`src/source/serial_alu_settings.svh`:
```
`ifndef SERIAL_ALU_SETTINGS_SVH
`define SERIAL_ALU_SETTINGS_SVH

// the operand is one machine word wide.
`define WORD_WIDTH 16

// opcode width for the eight supported operations.
`define OP_WIDTH 3

// the bit counter is wide enough to index every operand bit.
`define BIT_IDX_WIDTH 4

`endif

```
`src/source/serial_alu_pkg.sv`:
```
`include "serial_alu_settings.svh"

package serial_alu_pkg;

    ///////////////////////////////
    // data types
    ///////////////////////////////

    typedef logic [`WORD_WIDTH-1:0] operand_t;

    // bit WORD_WIDTH carries the final carry, or the no-borrow flag on subtract.
    typedef logic [`WORD_WIDTH:0] result_t;

    typedef logic [`BIT_IDX_WIDTH-1:0] bit_idx_t;

    ///////////////////////////////
    // opcodes
    ///////////////////////////////

    // the eight ALU operations in their decode order.
    typedef enum logic [`OP_WIDTH-1:0] {
        op_add   = 3'd0,
        op_sub   = 3'd1,
        op_xor   = 3'd2,
        op_and   = 3'd3,
        op_not_a = 3'd4,
        op_or    = 3'd5,
        op_nor   = 3'd6,
        op_nand  = 3'd7
    } alu_op_e;

endpackage

```
`src/source/bit_sequencer.sv`:
```
`timescale 1ns/10ps

`include "serial_alu_settings.svh"

module bit_sequencer (
    input  logic                     clk,
    input  logic                     rst_n,
    input  logic                     start,
    output logic                     busy,
    output logic                     done,
    output logic                     load,
    output logic                     step,
    output logic                     first_step,
    output logic                     last_step,
    output serial_alu_pkg::bit_idx_t bit_index
);

    localparam serial_alu_pkg::bit_idx_t last_idx =
        serial_alu_pkg::bit_idx_t'(`WORD_WIDTH - 1);

    ///////////////////////////////
    // step strobes
    ///////////////////////////////

    // a start is only taken while the unit is idle.
    assign load = start & ~busy;

    // every busy cycle processes exactly one operand bit.
    assign step       = busy;
    assign first_step = busy & (bit_index == '0);
    assign last_step  = busy & (bit_index == last_idx);

    ///////////////////////////////
    // state and bit counter
    ///////////////////////////////

    always_ff @(posedge clk) begin
        if (!rst_n) begin
            busy      <= 1'b0;
            bit_index <= '0;
        end else if (load) begin
            busy      <= 1'b1;
            bit_index <= '0;
        end else if (step) begin
            if (last_step) begin
                // the counter stops on the last bit and keeps showing it.
                busy <= 1'b0;
            end else begin
                bit_index <= bit_index + 1'b1;
            end
        end
    end

    // done follows the last step by one edge, when the result is final.
    always_ff @(posedge clk) begin
        if (!rst_n) begin
            done <= 1'b0;
        end else begin
            done <= last_step;
        end
    end

endmodule

```
`src/source/bit_slice_alu.sv`:
```
`timescale 1ns/10ps

module bit_slice_alu (
    input  logic                    clk,
    input  logic                    rst_n,
    input  logic                    load,
    input  logic                    step,
    input  logic                    first_step,
    input  serial_alu_pkg::alu_op_e op,
    input  logic                    a_bit,
    input  logic                    b_bit,
    output logic                    res_bit,
    output logic                    carry
);

    serial_alu_pkg::alu_op_e op_q;
    logic                    carry_q;
    logic                    is_sub;
    logic                    is_arith;
    logic                    b_eff;
    logic                    cin;
    logic                    sum;
    logic                    cout;

    ///////////////////////////////
    // opcode and carry registers
    ///////////////////////////////

    always_ff @(posedge clk) begin
        if (!rst_n) begin
            op_q <= serial_alu_pkg::op_add;
        end else if (load) begin
            op_q <= op;
        end
    end

    // the carry chain runs through this one flop, one bit per step.
    always_ff @(posedge clk) begin
        if (!rst_n) begin
            carry_q <= 1'b0;
        end else if (step) begin
            carry_q <= carry;
        end
    end

    ///////////////////////////////
    // one-bit datapath
    ///////////////////////////////

    assign is_sub   = (op_q == serial_alu_pkg::op_sub);
    assign is_arith = (op_q == serial_alu_pkg::op_add) | is_sub;

    // subtract is a + ~b + 1, so b is inverted and bit 0 sees a carry of 1.
    assign b_eff = b_bit ^ is_sub;
    assign cin   = first_step ? is_sub : carry_q;

    assign sum  = a_bit ^ b_eff ^ cin;
    assign cout = (a_bit & b_eff) | (a_bit & cin) | (b_eff & cin);

    // logical ops leave no carry behind.
    assign carry = is_arith & cout;

    always_comb begin
        case (op_q)
            serial_alu_pkg::op_add:   res_bit = sum;
            serial_alu_pkg::op_sub:   res_bit = sum;
            serial_alu_pkg::op_xor:   res_bit = a_bit ^ b_bit;
            serial_alu_pkg::op_and:   res_bit = a_bit & b_bit;
            serial_alu_pkg::op_not_a: res_bit = ~a_bit;
            serial_alu_pkg::op_or:    res_bit = a_bit | b_bit;
            serial_alu_pkg::op_nor:   res_bit = ~(a_bit | b_bit);
            serial_alu_pkg::op_nand:  res_bit = ~(a_bit & b_bit);
            default:                  res_bit = 1'b0;
        endcase
    end

endmodule

```
`src/source/operand_serializer.sv`:
```
`timescale 1ns/10ps

module operand_serializer (
    input  logic                     clk,
    input  logic                     rst_n,
    input  logic                     load,
    input  logic                     step,
    input  serial_alu_pkg::operand_t a,
    input  serial_alu_pkg::operand_t b,
    output logic                     a_bit,
    output logic                     b_bit
);

    serial_alu_pkg::operand_t a_sr;
    serial_alu_pkg::operand_t b_sr;

    // both operands leave least significant bit first.
    always_ff @(posedge clk) begin
        if (!rst_n) begin
            a_sr <= '0;
            b_sr <= '0;
        end else if (load) begin
            a_sr <= a;
            b_sr <= b;
        end else if (step) begin
            a_sr <= a_sr >> 1;
            b_sr <= b_sr >> 1;
        end
    end

    assign a_bit = a_sr[0];
    assign b_bit = b_sr[0];

endmodule

```
`src/source/result_deserializer.sv`:
```
`timescale 1ns/10ps

`include "serial_alu_settings.svh"

module result_deserializer (
    input  logic                    clk,
    input  logic                    rst_n,
    input  logic                    step,
    input  logic                    last_step,
    input  logic                    res_bit,
    input  logic                    carry,
    output serial_alu_pkg::result_t result
);

    logic [`WORD_WIDTH-2:0] shift_q;

    ///////////////////////////////
    // collection shift register
    ///////////////////////////////

    // bits enter at the top, so after fifteen steps bit 0 sits at position 0.
    always_ff @(posedge clk) begin
        if (!rst_n) begin
            shift_q <= '0;
        end else if (step) begin
            shift_q <= {res_bit, shift_q[`WORD_WIDTH-2:1]};
        end
    end

    ///////////////////////////////
    // result word
    ///////////////////////////////

    // the visible result only changes once the last bit and carry are known.
    always_ff @(posedge clk) begin
        if (!rst_n) begin
            result <= '0;
        end else if (last_step) begin
            result <= {carry, res_bit, shift_q};
        end
    end

endmodule

```
`src/source/serial_alu.sv`:
```
`timescale 1ns/10ps

module serial_alu (
    input  logic                     clk,
    input  logic                     rst_n,
    input  logic                     start,
    input  serial_alu_pkg::operand_t a,
    input  serial_alu_pkg::operand_t b,
    input  serial_alu_pkg::alu_op_e  op,
    output serial_alu_pkg::result_t  result,
    output serial_alu_pkg::bit_idx_t bit_index,
    output logic                     busy,
    output logic                     done
);

    logic load;
    logic step;
    logic first_step;
    logic last_step;
    logic a_bit;
    logic b_bit;
    logic res_bit;
    logic carry;

    ///////////////////////////////
    // control
    ///////////////////////////////

    bit_sequencer u_sequencer (
        .clk        (clk),
        .rst_n      (rst_n),
        .start      (start),
        .busy       (busy),
        .done       (done),
        .load       (load),
        .step       (step),
        .first_step (first_step),
        .last_step  (last_step),
        .bit_index  (bit_index)
    );

    ///////////////////////////////
    // datapath
    ///////////////////////////////

    operand_serializer u_operands (
        .clk   (clk),
        .rst_n (rst_n),
        .load  (load),
        .step  (step),
        .a     (a),
        .b     (b),
        .a_bit (a_bit),
        .b_bit (b_bit)
    );

    bit_slice_alu u_slice (
        .clk        (clk),
        .rst_n      (rst_n),
        .load       (load),
        .step       (step),
        .first_step (first_step),
        .op         (op),
        .a_bit      (a_bit),
        .b_bit      (b_bit),
        .res_bit    (res_bit),
        .carry      (carry)
    );

    result_deserializer u_result (
        .clk       (clk),
        .rst_n     (rst_n),
        .step      (step),
        .last_step (last_step),
        .res_bit   (res_bit),
        .carry     (carry),
        .result    (result)
    );

endmodule

```
`config.mk`:
```
export PLATFORM = sky130hd
export DESIGN_NAME = serial_alu
export DESIGN_NICKNAME = d
export VERILOG_FILES = /design/src/source/serial_alu_pkg.sv /design/src/source/bit_sequencer.sv /design/src/source/bit_slice_alu.sv /design/src/source/operand_serializer.sv /design/src/source/result_deserializer.sv /design/src/source/serial_alu.sv
export VERILOG_INCLUDE_DIRS = /design/src /design/src/source
export SDC_FILE = /design/constraint.sdc
export NUM_CORES = 1
export LEC_CHECK = 0
export BUFFER_PORTS_ARGS = -buffer_cell sky130_fd_sc_hd__buf_2
export CORE_ASPECT_RATIO = 0.75
export CORE_MARGIN = 2
export CORE_UTILIZATION = 23
export CTS_BUF_LIST = sky130_fd_sc_hd__clkbuf_4 sky130_fd_sc_hd__clkbuf_8
export DETAILED_ROUTE_END_ITERATION = 10
export RECOVER_POWER = 25
export SLEW_MARGIN = 25
export SYNTH_ARGS = -nofsm -noshare
export SYNTH_HDL_FRONTEND = slang
export SYNTH_HIERARCHICAL = 1
export SYNTH_SLANG_ARGS = --single-unit
```
`constraint.sdc`:
```
create_clock -name clk -period 4.85 [get_ports clk]
set_input_delay 0.2425 -clock clk [delete_from_list [all_inputs] [get_ports clk]]
set_output_delay 0.2425 -clock clk [all_outputs]
set_load 0.01 [all_outputs]
```
==> flow_summary.toml, run 1 <==
[power_and_ir_drop]
power_density_nw_per_um2 = 326
max-vdd-ir-drop_mv = 0.0937
p_leak_nw = 1.80

[clock_tree]
h-tree-depth = 3
cts-root-buf = "clkbuf_8"
cts_tree = "built"
clock_sinks = 74
clk_pin_slew_ns = 0.08
ctsHoldBuffers = 0
insertion_delay_ns = 0.35
clock_path_buffers = 2
cts.repair.resized = 0
post-cts-setup-buffers = 0
cts_buffers = 9

[drt]
viasPerCell = 4.05
drc = 0
wire_per_inst_um = 12.1
vias = 2302
routed_wl_mm = 6.87
first_pass_iters = 4
dr.first_iter.drc_count = 159
ant_nets = 0

[global_routing]
overflow = 0
grtUsageMet3_pct = 3.44
grt.busiest_layer = "met2"
grt_pass1_wl_mm = 11.3
gr-usage-met1_pct = 10.9
grt_pass1_vias = 2353
grt_use_total_pct = 8.75
grt_max_degree = 72
antenna_found_initial = 1
use_met2_pct = 13.1

[placed_design]
port_buffers = 60
gp_congestion = 0.665
dp_slack_ns = 2.09
hpwl_mm = 4.62

[floorplanning]
initial_core_util_pct = 23.4
die_y_um = 112
die_area_um2 = 16500
coreArea_um2 = 15200
io_pins = 61
dieWidth_um = 147
core.rowCount = 39

[sta]
worst_slack_ns = 2.09
tightest_slew_ns = 0.900
clock_skew_ns = 0.00602
slew_headroom_pct = 40.0
fmax_mhz = 362
setup_viol = 0
hold_viol = 0
fin_crit_ns = 2.76
grt_setup_unrepaired = "false"
fin_tns_setup_ns = 0
slew_violations = 0
timing.hold.ws_ns = 0.146
fin_crit_sh_pct = 56.9

[logic_synthesis]
ys_types = 40
yosys-top-cells-area = "dfxtp_1 (42%), mux2i_1 (11%), mux2_4 (10%)"
synth_seq_cells = 74
synth_top_area_share_pct = 41.7
ys_seq_area_share_pct = 41.7
ys_warn_count = 6
syn_nets = 354
yosysTopAreaCell = "dfxtp_1"
syn-instance-count = 311
syn-cell-area_um2 = 3550
avgSynthCellArea_um2 = 11.4

[finish]
drive_gt1_share_pct = 23.1
nets = 402
area_growth_pct = 16.1
diodes = 0

[setup_path]
cp_common_cell = "mux2i_1"
startpoint_type = "flop"
cp_max_fo = 59
cp-end-kind = "flop"
cp.arrival_ns = 3.04
slowest_delay_ns = 0.95
path_cells = "nand2_1 -> nor3_1 -> mux2i_1 -> fa_1 -> and2b_1 -> a211oi_1 -> a31o_1 -> mux2i_1 -> nor2b_1"
crit_slowest_cell = "dfxtp_4"
path_class = "reg -> reg"
required_ns = 5.13

[worst_hold_path]
hp-class = "in -> reg"

[status]
outcome = "finished clean"

[flow_run]
cap_violations = 0
## registers in the layout, indices dropped and copies added, names as in the netlist
register               count
u_operands/a_sr           16
u_sequencer/busy           1
u_sequencer/bit_index      4
u_result/result           17
u_slice/op_q               3
u_result/shift_q          15
u_operands/b_sr           16
u_slice/carry_q            1
u_sequencer/done           1
## layer usage
layer  wire (um)  vias up
met2        2880       33
met4         148        2
met3         378       12
met1        3450     1078
met5          13        -
li1            -     1177
## final timing paths
check,from,depth (start not counted),end,slack (ns)
setup / recovery,u_sequencer/busy$_SDFF_PN0_,9,u_result/shift_q[14]$_SDFFE_PN0P_,2.09
hold / removal,b[15],3,u_operands/b_sr[15]$_SDFFE_PN0P_,0.15
setup reg to reg,u_sequencer/busy$_SDFF_PN0_,9,u_result/shift_q[14]$_SDFFE_PN0P_,2.09
hold reg to reg,u_result/result[10]$_SDFFE_PN0P_,2,u_result/result[10]$_SDFFE_PN0P_,0.52
## placed cells by master, fill, tap and decap left out, types with 2 or more instances in the layout
cell type  synthesis  routed
nand2_1            6       6
nand3_1            3       3
o21ai_0            3       3
nor3_1             2       2
or2b_1            18      18
inv_1              6       5
nor2b_1           36      36
mux2_1             5       5
mux2i_1           38      38
o211a_1           30      30
buf_2              3      37
clkinv_2           0       5
a21oi_1            4       4
clkbuf_8           0      10
bufinv_16          0       2
mux2_4            24      24
nand2b_1          13      13
a21boi_1           2       2
mux2_2             2       2
ha_1               4       4
clkbuf_1           8      22
dfxtp_1           74      73
or3b_1             2       2
## synth_stat cells
cell type  number
mux2_1          5
a211o_1         1
and4_1          1
or3b_1          2
nor3b_1         1
or2_0           1
o21ai_0         3
inv_1           6
and4b_1         1
a21boi_1        2
clkbuf_1        8
mux2_4         24
a21oi_1         4
buf_8           1
a31o_1          1
o211a_1        30
xnor2_1         1
dfxtp_1        74
nor2b_1        36
and2_1          1
and2b_1         1
mux2_2          2
or2b_1         18
nor3_2          1
nand2_1         6
buf_2           3
mux2i_1        38
fa_1            1
nand3_1         3
nor2_1          1
nand4_1         1
nand2b_1       13
buf_6           8
buf_12          1
ha_1            4
a21boi_0        1
nor3_1          2
and3_1          1
a211oi_1        1
buf_4           2
## layout make-up
class | instances | area, um2
inverters | 6 | 23.8
clock inverters | 6 | 80.1
fillers | 1574 | 11100
multi-input cells | 208 | 1860
clock buffers | 10 | 138
repair buffers | 60 | 275
flip-flops and latches | 74 | 1490
well taps | 205 | 256
## through the flow
stage / instances / utilization, % / instance area, um2 / total power [mW]
after floorplan: 311 / - / 3550 / 0.814
after global placement: 553 / 25.9 / 3930 / 0.839
after detailed placement: 553 / 25.9 / 3930 / 0.844
after CTS: 569 / 27.3 / 4140 / 1.37
after global routing: 569 / 27.1 / 4120 / 1.41
final: 569 / 27.1 / 4120 / 1.34
## worst max-delay path: cells and delay by family, from the launching register on
kind / cells / cell delay (ns)
flip-flops: 1 / 0.95
AO/OA/AOI/OAI: 2 / 0.35
adder cells (fa/ha/maj): 1 / 0.43
multiplexers: 2 / 0.33
AND/OR/NAND/NOR: 4 / 0.63
## kinds of logic after synthesis
family | count (synthesis) | synth area share [%]
AOI/OAI and AO/OA | 43 | 10.8
xor gates and xnor gates | 1 | 0.247
adders and majority gates | 5 | 1.97
buffers and inverters | 29 | 5.85
DFF | 74 | 41.7
muxes | 69 | 23.1
and+or+nand+nor | 90 | 16.3
## power breakdown
part | internal, mW | switching (mW)
sequential | 0.636 | 0.0349
combinational | 0.101 | 0.0555
clock | 0.300 | 0.217
total | 1.04 | 0.307
Note: power is estimated with default switching activity, not from simulation.
==> inputs of run 2 (changes only) <==
--- a/config.mk
+++ b/config.mk
@@ -6,6 +6,7 @@
 export SDC_FILE = /design/constraint.sdc
 export NUM_CORES = 1
 export LEC_CHECK = 0
+export ABC_AREA = 1
 export BUFFER_PORTS_ARGS = -buffer_cell sky130_fd_sc_hd__buf_2
 export CORE_ASPECT_RATIO = 0.75
 export CORE_MARGIN = 2
==> constraint.sdc (replaced) <==
create_clock -name clk -period 2.9 [get_ports clk]
set_input_delay 0.145 -clock clk [delete_from_list [all_inputs] [get_ports clk]]
set_output_delay 0.145 -clock clk [all_outputs]
set_load 0.01 [all_outputs]
==> flow_summary.toml, run 2 <==
[logic_synthesis]
ys_seq_area_share_pct = 41.6
synth_edf_count = 0
syn_nets = 583
synth_seq_cells = 74
synthTopCellsByCount = "nand2_1 (227), dfxtp_1 (74), nor2_1 (73), inv_1 (68), a21oi_1 (23)"
yosysTopAreaCell = "dfxtp_1"
ys_warn_count = 6
synth-main-ff-cell = "dfxtp_1"
avgSynthCellArea_um2 = 6.59
synth-async-reset-ratio_pct = 0
yosys-top-cells-area = "dfxtp_1 (42%), nand2_1 (24%), nor2_1 (7.7%)"
synth.most_common_cell = "nand2_1"
syn-instance-count = 540
ys_types = 22
syn-cell-area_um2 = 3560
synth_top_area_share_pct = 41.6

[clock_tree]
h-tree-depth = 3
cts_buffers = 9
insertion_delay_ns = 0.34
post-cts-setup-buffers = 0
cts.repair.resized = 0
cts_tree = "built"
cts-root-buf = "clkbuf_8"
clock_sinks = 74
clock_path_buffers = 2
ctsHoldBuffers = 0
clk_pin_slew_ns = 0.07

[finish]
nets = 631
final_area_um2 = 4080
diodes = 0
reg_top3 = "u_result/result: 17 flops, u_operands/a_sr: 16 flops, u_operands/b_sr: 16 flops"
final_cell_mix = "nand2_1 (227), dfxtp_1 (73), nor2_1 (72), inv_1 (67), buf_2 (38)"
fill_cells = 1732
area_growth_pct = 14.6
fin_cells = 798
largest_reg_flops = 17
layout_commonest_cell = "nand2_1"
post-route-util_pct = 26.9
drive_gt1_share_pct = 13.0
regMostFlops = "u_result/result"

[sta]
timing.hold.ws_ns = 0.0537
clock_skew_ns = 0.00762
tightest_slew_ns = 0.968
slew_violations = 0
slew_headroom_pct = 35.4
fmax_mhz = 460
hold_viol = 0
fin_crit_ns = 2.18
grt_setup_unrepaired = "false"
worst_slack_ns = 0.725
fin_crit_sh_pct = 75.0
fin_tns_setup_ns = 0
setup_viol = 0

[drt]
vias = 3048
routed_wl_mm = 7.69
drc = 0
ant_nets = 0
first_pass_iters = 4
wire_per_inst_um = 9.64
dr.first_iter.drc_count = 167
viasPerCell = 3.82

[flow_run]
cap_violations = 0

[floorplanning]
die_y_um = 112
io_pins = 61
dieWidth_um = 148
core.rowCount = 39
die_area_um2 = 16500
initial_core_util_pct = 23.5
coreArea_um2 = 15200

[status]
outcome = "finished clean"

[setup_path]
cp-startpoint = "u_sequencer/busy$_SDFF_PN0_"
r2r-start = "u_sequencer/busy$_SDFF_PN0_"
crit_slowest_cell = "inv_1"
required_ns = 3.14
path_cells = "nor2_1 -> inv_1 -> nand3_1 -> nand3_1 -> nand2_1 -> inv_1"
startpoint_type = "flop"
r2r_cells = 6
r2r_slack_ns = 0.72
cp-end-kind = "flop"
path_class = "reg -> reg"
worstReg2RegEnd = "u_operands/a_sr[12]$_SDFFE_PN0P_"
slowest_delay_ns = 0.68
cp_max_fo = 30
crit_path_end = "u_operands/a_sr[12]$_SDFFE_PN0P_"
cp.arrival_ns = 2.42

[placed_design]
hpwl_mm = 5.00
gp_congestion = 0.789
dp_slack_ns = 0.868
dpl-instance-area_um2 = 3930
port_buffers = 60
post-place-cells = 782

[global_routing]
grt_use_total_pct = 9.84
overflow = 0
grt_max_degree = 65
grt_pass1_vias = 2833
antenna_found_initial = 0
grt_pass1_wl_mm = 13.1

[power_and_ir_drop]
p_leak_nw = 1.91
power.total_mw = 2.22
max-vdd-ir-drop_mv = 0.192
power_density_nw_per_um2 = 543

[worst_hold_path]
hp-class = "in -> reg"
==> run 2: cell count changes in the layout (fill, tap and decap cells not counted), sizes merged, moves of 12 or more <==
cell | before | now
nor2b | 36 | 0
nand3 | 3 | 15
nor2 | 1 | 74
o211a | 30 | 0
mux2 | 31 | 0
mux2i | 38 | 0
or2b | 18 | 0
nand2b | 13 | 0
inv | 5 | 68
nand2 | 6 | 228
a21oi | 4 | 37
==> run 2: worst min-delay path by stage <==
stage / start / end / slack [ns] / cells past startpoint
floorplan: rst_n / u_operands/a_sr[0]$_SDFFE_PN0P_ / 0.24 / 2
global placement: b[15] / u_operands/b_sr[15]$_SDFFE_PN0P_ / 0.41 / 3
detailed placement: a[15] / u_operands/a_sr[15]$_SDFFE_PN0P_ / 0.41 / 3
CTS: a[15] / u_operands/a_sr[15]$_SDFFE_PN0P_ / 0.03 / 3
global route: a[15] / u_operands/a_sr[15]$_SDFFE_PN0P_ / 0.05 / 3
finish: b[15] / u_operands/b_sr[15]$_SDFFE_PN0P_ / 0.05 / 3
==> run 2: logic make-up (layout without fill, tap and decap cells) <==
logic type	count (synthesis)	count (layout)	share of synthesized area [%]
xor gates and xnor gates	1	1	0.246
adders and majority gates	5	5	1.97
DFF	74	74	41.6
and+or+nand+nor	321	321	35.0
AOI/OAI and AO/OA	44	44	7.66
buffers and inverters	95	148	13.5
==> run 2: worst max-delay path: cells and delay by family, from the launching register on <==
family                 cells  cell delay (ns)
buffers and inverters      2             0.72
DFF                        1             0.35
and+or+nand+nor            4             0.99
==> run 2: area by class of cell <==
cell class                 count  area, um2  area share, %
clock inverter                 6       57.6           1.41
inverter                      68        255           6.25
clock buffer                  10        131           3.22
sequential                    74       1480           36.3
multi-input combinational    371       1600           39.1
timing repair buffer          64        303           7.42
tap                          205        256           6.28
==> run 2: metal layers <==
metal | routed length (um) | global-route usage (%) | vias to the layer above
li1 | - | - | 1699
met3 | 308 | 2.83 | 9
met4 | 119 | 4.04 | 0
met2 | 3190 | 15.2 | 32
met1 | 4070 | 12.9 | 1308
met5 | 0 | 0 | -
==> run 2: report_power, final <==
| group | leakage (nW) | switching [mW] | internal (mW) |
|---|---|---|---|
| combinational | 1.20 | 0.206 | 0.119 |
| sequential | 0.607 | 0.0358 | 1.08 |
| clock | 0.0992 | 0.374 | 0.401 |
==> inputs of run 3 (changes only) <==
==> constraint.sdc (replaced) <==
create_clock -name clk -period 2 [get_ports clk]
set_input_delay 0.1 -clock clk [delete_from_list [all_inputs] [get_ports clk]]
set_output_delay 0.1 -clock clk [all_outputs]
set_load 0.01 [all_outputs]
==> flow_summary.toml, run 3 (synthesized netlist as in run 2, its figures left out) <==
[setup_path]
slowest_delay_ns = 0.53
cp_top_family = "adder cells"
cp-startpoint = "u_sequencer/bit_index[1]$_SDFFE_PP0P_"
crit_buf_inv = 3
cp.arrival_ns = 2.18
crit_slowest_cell = "fa_1"
required_ns = 2.24
startpoint_type = "flop"
cp_max_fo = 2
path_cells = "inv_2 -> ha_4 -> nand2_4 -> nor3_4 -> o21ai_2 -> fa_1 -> nand2_1 -> nand3_2 -> nand2_2 -> nand2_2 -> inv_2 -> inv_2 -> nand2_1 -> nand2_1 -> nor2_1"
path_class = "reg -> reg"
r2r-start = "u_sequencer/bit_index[1]$_SDFFE_PP0P_"
cp-end-kind = "flop"

[drt]
viasPerCell = 3.86
wl_met1_mm = 4.21
routed-wl-met2_mm = 3.35
routed_wl_mm = 8.05
vias = 3117
wl_met3_um = 346
wire_per_inst_um = 9.96
dr.first_iter.drc_count = 254
top_layer_used = "met4"
drc = 0
ant_nets = 0
first_pass_iters = 4

[clock_tree]
cts_tree = "built"
h-tree-depth = 3
clk_pin_slew_ns = 0.07
insertion_delay_ns = 0.34
clock_path_buffers = 2
cts_buffers = 9
clock_sinks = 74
cts-root-buf = "clkbuf_8"

[sta]
hold_viol = 0
slew_violations = 0
fin_crit_ns = 1.94
tightest_slew_ns = 0.523
slew_headroom_pct = 65.1
fmax_mhz = 515
timing.hold.ws_ns = 0.0468
fin_crit_sh_pct = 97.2
grt_setup_unrepaired = "true"
clock_skew_ns = 0.00868
worst_slack_ns = 0.0566
setup_viol = 0

[power_and_ir_drop]
pwr-share-comb_pct = 16.0
p_seq_share_pct = 49.1
power_density_nw_per_um2 = 773
power.total_mw = 3.29
max-vdd-ir-drop_mv = 0.254
p_leak_nw = 1.98
p_switching_uw = 928
clkPwrFrac_pct = 34.9
switching_share_pct = 28.2
p_int_mw = 2.36

[floorplanning]
core.rowCount = 39
die_area_um2 = 16500
die_y_um = 112
initial_core_util_pct = 23.5
coreArea_um2 = 15200
dieWidth_um = 148
io_pins = 61

[global_routing]
grt_pass1_wl_mm = 13.6
grt_max_degree = 39
antenna_found_initial = 0
grt_pass1_vias = 2851
grt_use_total_pct = 10.2
overflow = 0

[placed_design]
hpwl_mm = 5.24
dpl-instance-area_um2 = 4000
post-place-cells = 789
port_buffers = 60
dp_slack_ns = 0.0435
gp_congestion = 0.766

[worst_hold_path]
hp-class = "in -> reg"
min_from = "op[2]"

[finish]
nets = 642
largest_reg_flops = 17
drive_gt1_share_pct = 17.2
layout_commonest_cell = "nand2_1"
fin_cells = 808
regMostFlops = "u_result/result"
reg_top3 = "u_result/result: 17 flops, u_operands/a_sr: 16 flops, u_operands/b_sr: 16 flops"
final_area_um2 = 4260
area_growth_pct = 19.6
fill_cells = 1680
final_cell_mix = "nand2_1 (224), dfxtp_1 (71), nor2_1 (71), inv_1 (63), buf_2 (42)"
diodes = 0

[flow_run]
cap_violations = 0

[status]
outcome = "finished clean"
==> run 3: changes by cell type in the layout (fill, tap and decap cells not counted), sizes merged <==
cell	before	now
inv	68	67
clkbuf	32	28
buf	42	54
clkinvlp	1	3
dlygate4sd3	0	2
nor2	74	75
clkinv	4	2
==> run 3: repair_timing <==
action                                  CTS  global route
buffers inserted                          0             1
hold endpoints to repair                  2             0
endpoints found under the setup margin    0            35
resized for setup                         0            19
hold buffers                              2             0
==> run 3: final timing paths <==
path	end	slack [ns]	cells after the start
setup / recovery	u_result/shift_q[14]$_SDFFE_PN0P_	0.06	15
hold / removal	u_slice/op_q[2]$_SDFFE_PN0P_	0.05	3
setup reg to reg	u_result/shift_q[14]$_SDFFE_PN0P_	0.06	15
hold reg to reg	u_operands/b_sr[3]$_SDFFE_PN0P_	0.47	2
==> run 3: worst register-to-register path, delay by kind of cell (launching register included) <==
kind	cells	cell delay, ns
fa+ha+maj	2	0.67
simple gates	9	0.61
flops	1	0.33
buf+inv	3	0.15
compound gates	1	0.09
==> run 3: cell type report <==
type                    instances  area (um2)  area share [%]
multi-input cells             372        1660            39.1
inverters                      68         259            6.08
flip-flops and latches         74        1490            34.9
clock inverters                 5        55.1            1.29
well taps                     205         256            6.02
clock buffers                  10         138            3.23
repair buffers                 74         400            9.40
==> run 3: layer usage <==
layer / track usage (%) / up-vias
li1: - / 1714
met1: 14.3 / 1350
met5: 0 / -
met3: 2.17 / 11
met4: 4.42 / 0
met2: 15.0 / 42
==> run 3: power by group through the flow <==
stage	combinational [mW]	clock, mW	sequential, mW
6_report	0.526	1.15	1.62
5_1_grt	0.613	1.26	1.63
4_1_cts	0.499	1.20	1.61
3_5_place_dp	0.495	0	1.65
3_3_place_gp	0.490	0	1.65
2_1_floorplan	0.396	0	1.64
==> run 3: per-stage QoR <==
stage	util (%)	setup TNS, ns
after floorplan	-	0
after global placement	26.3	0
after detailed placement	26.3	0
after CTS	27.7	0
after global routing	28.1	-0.143
final	28.1	0
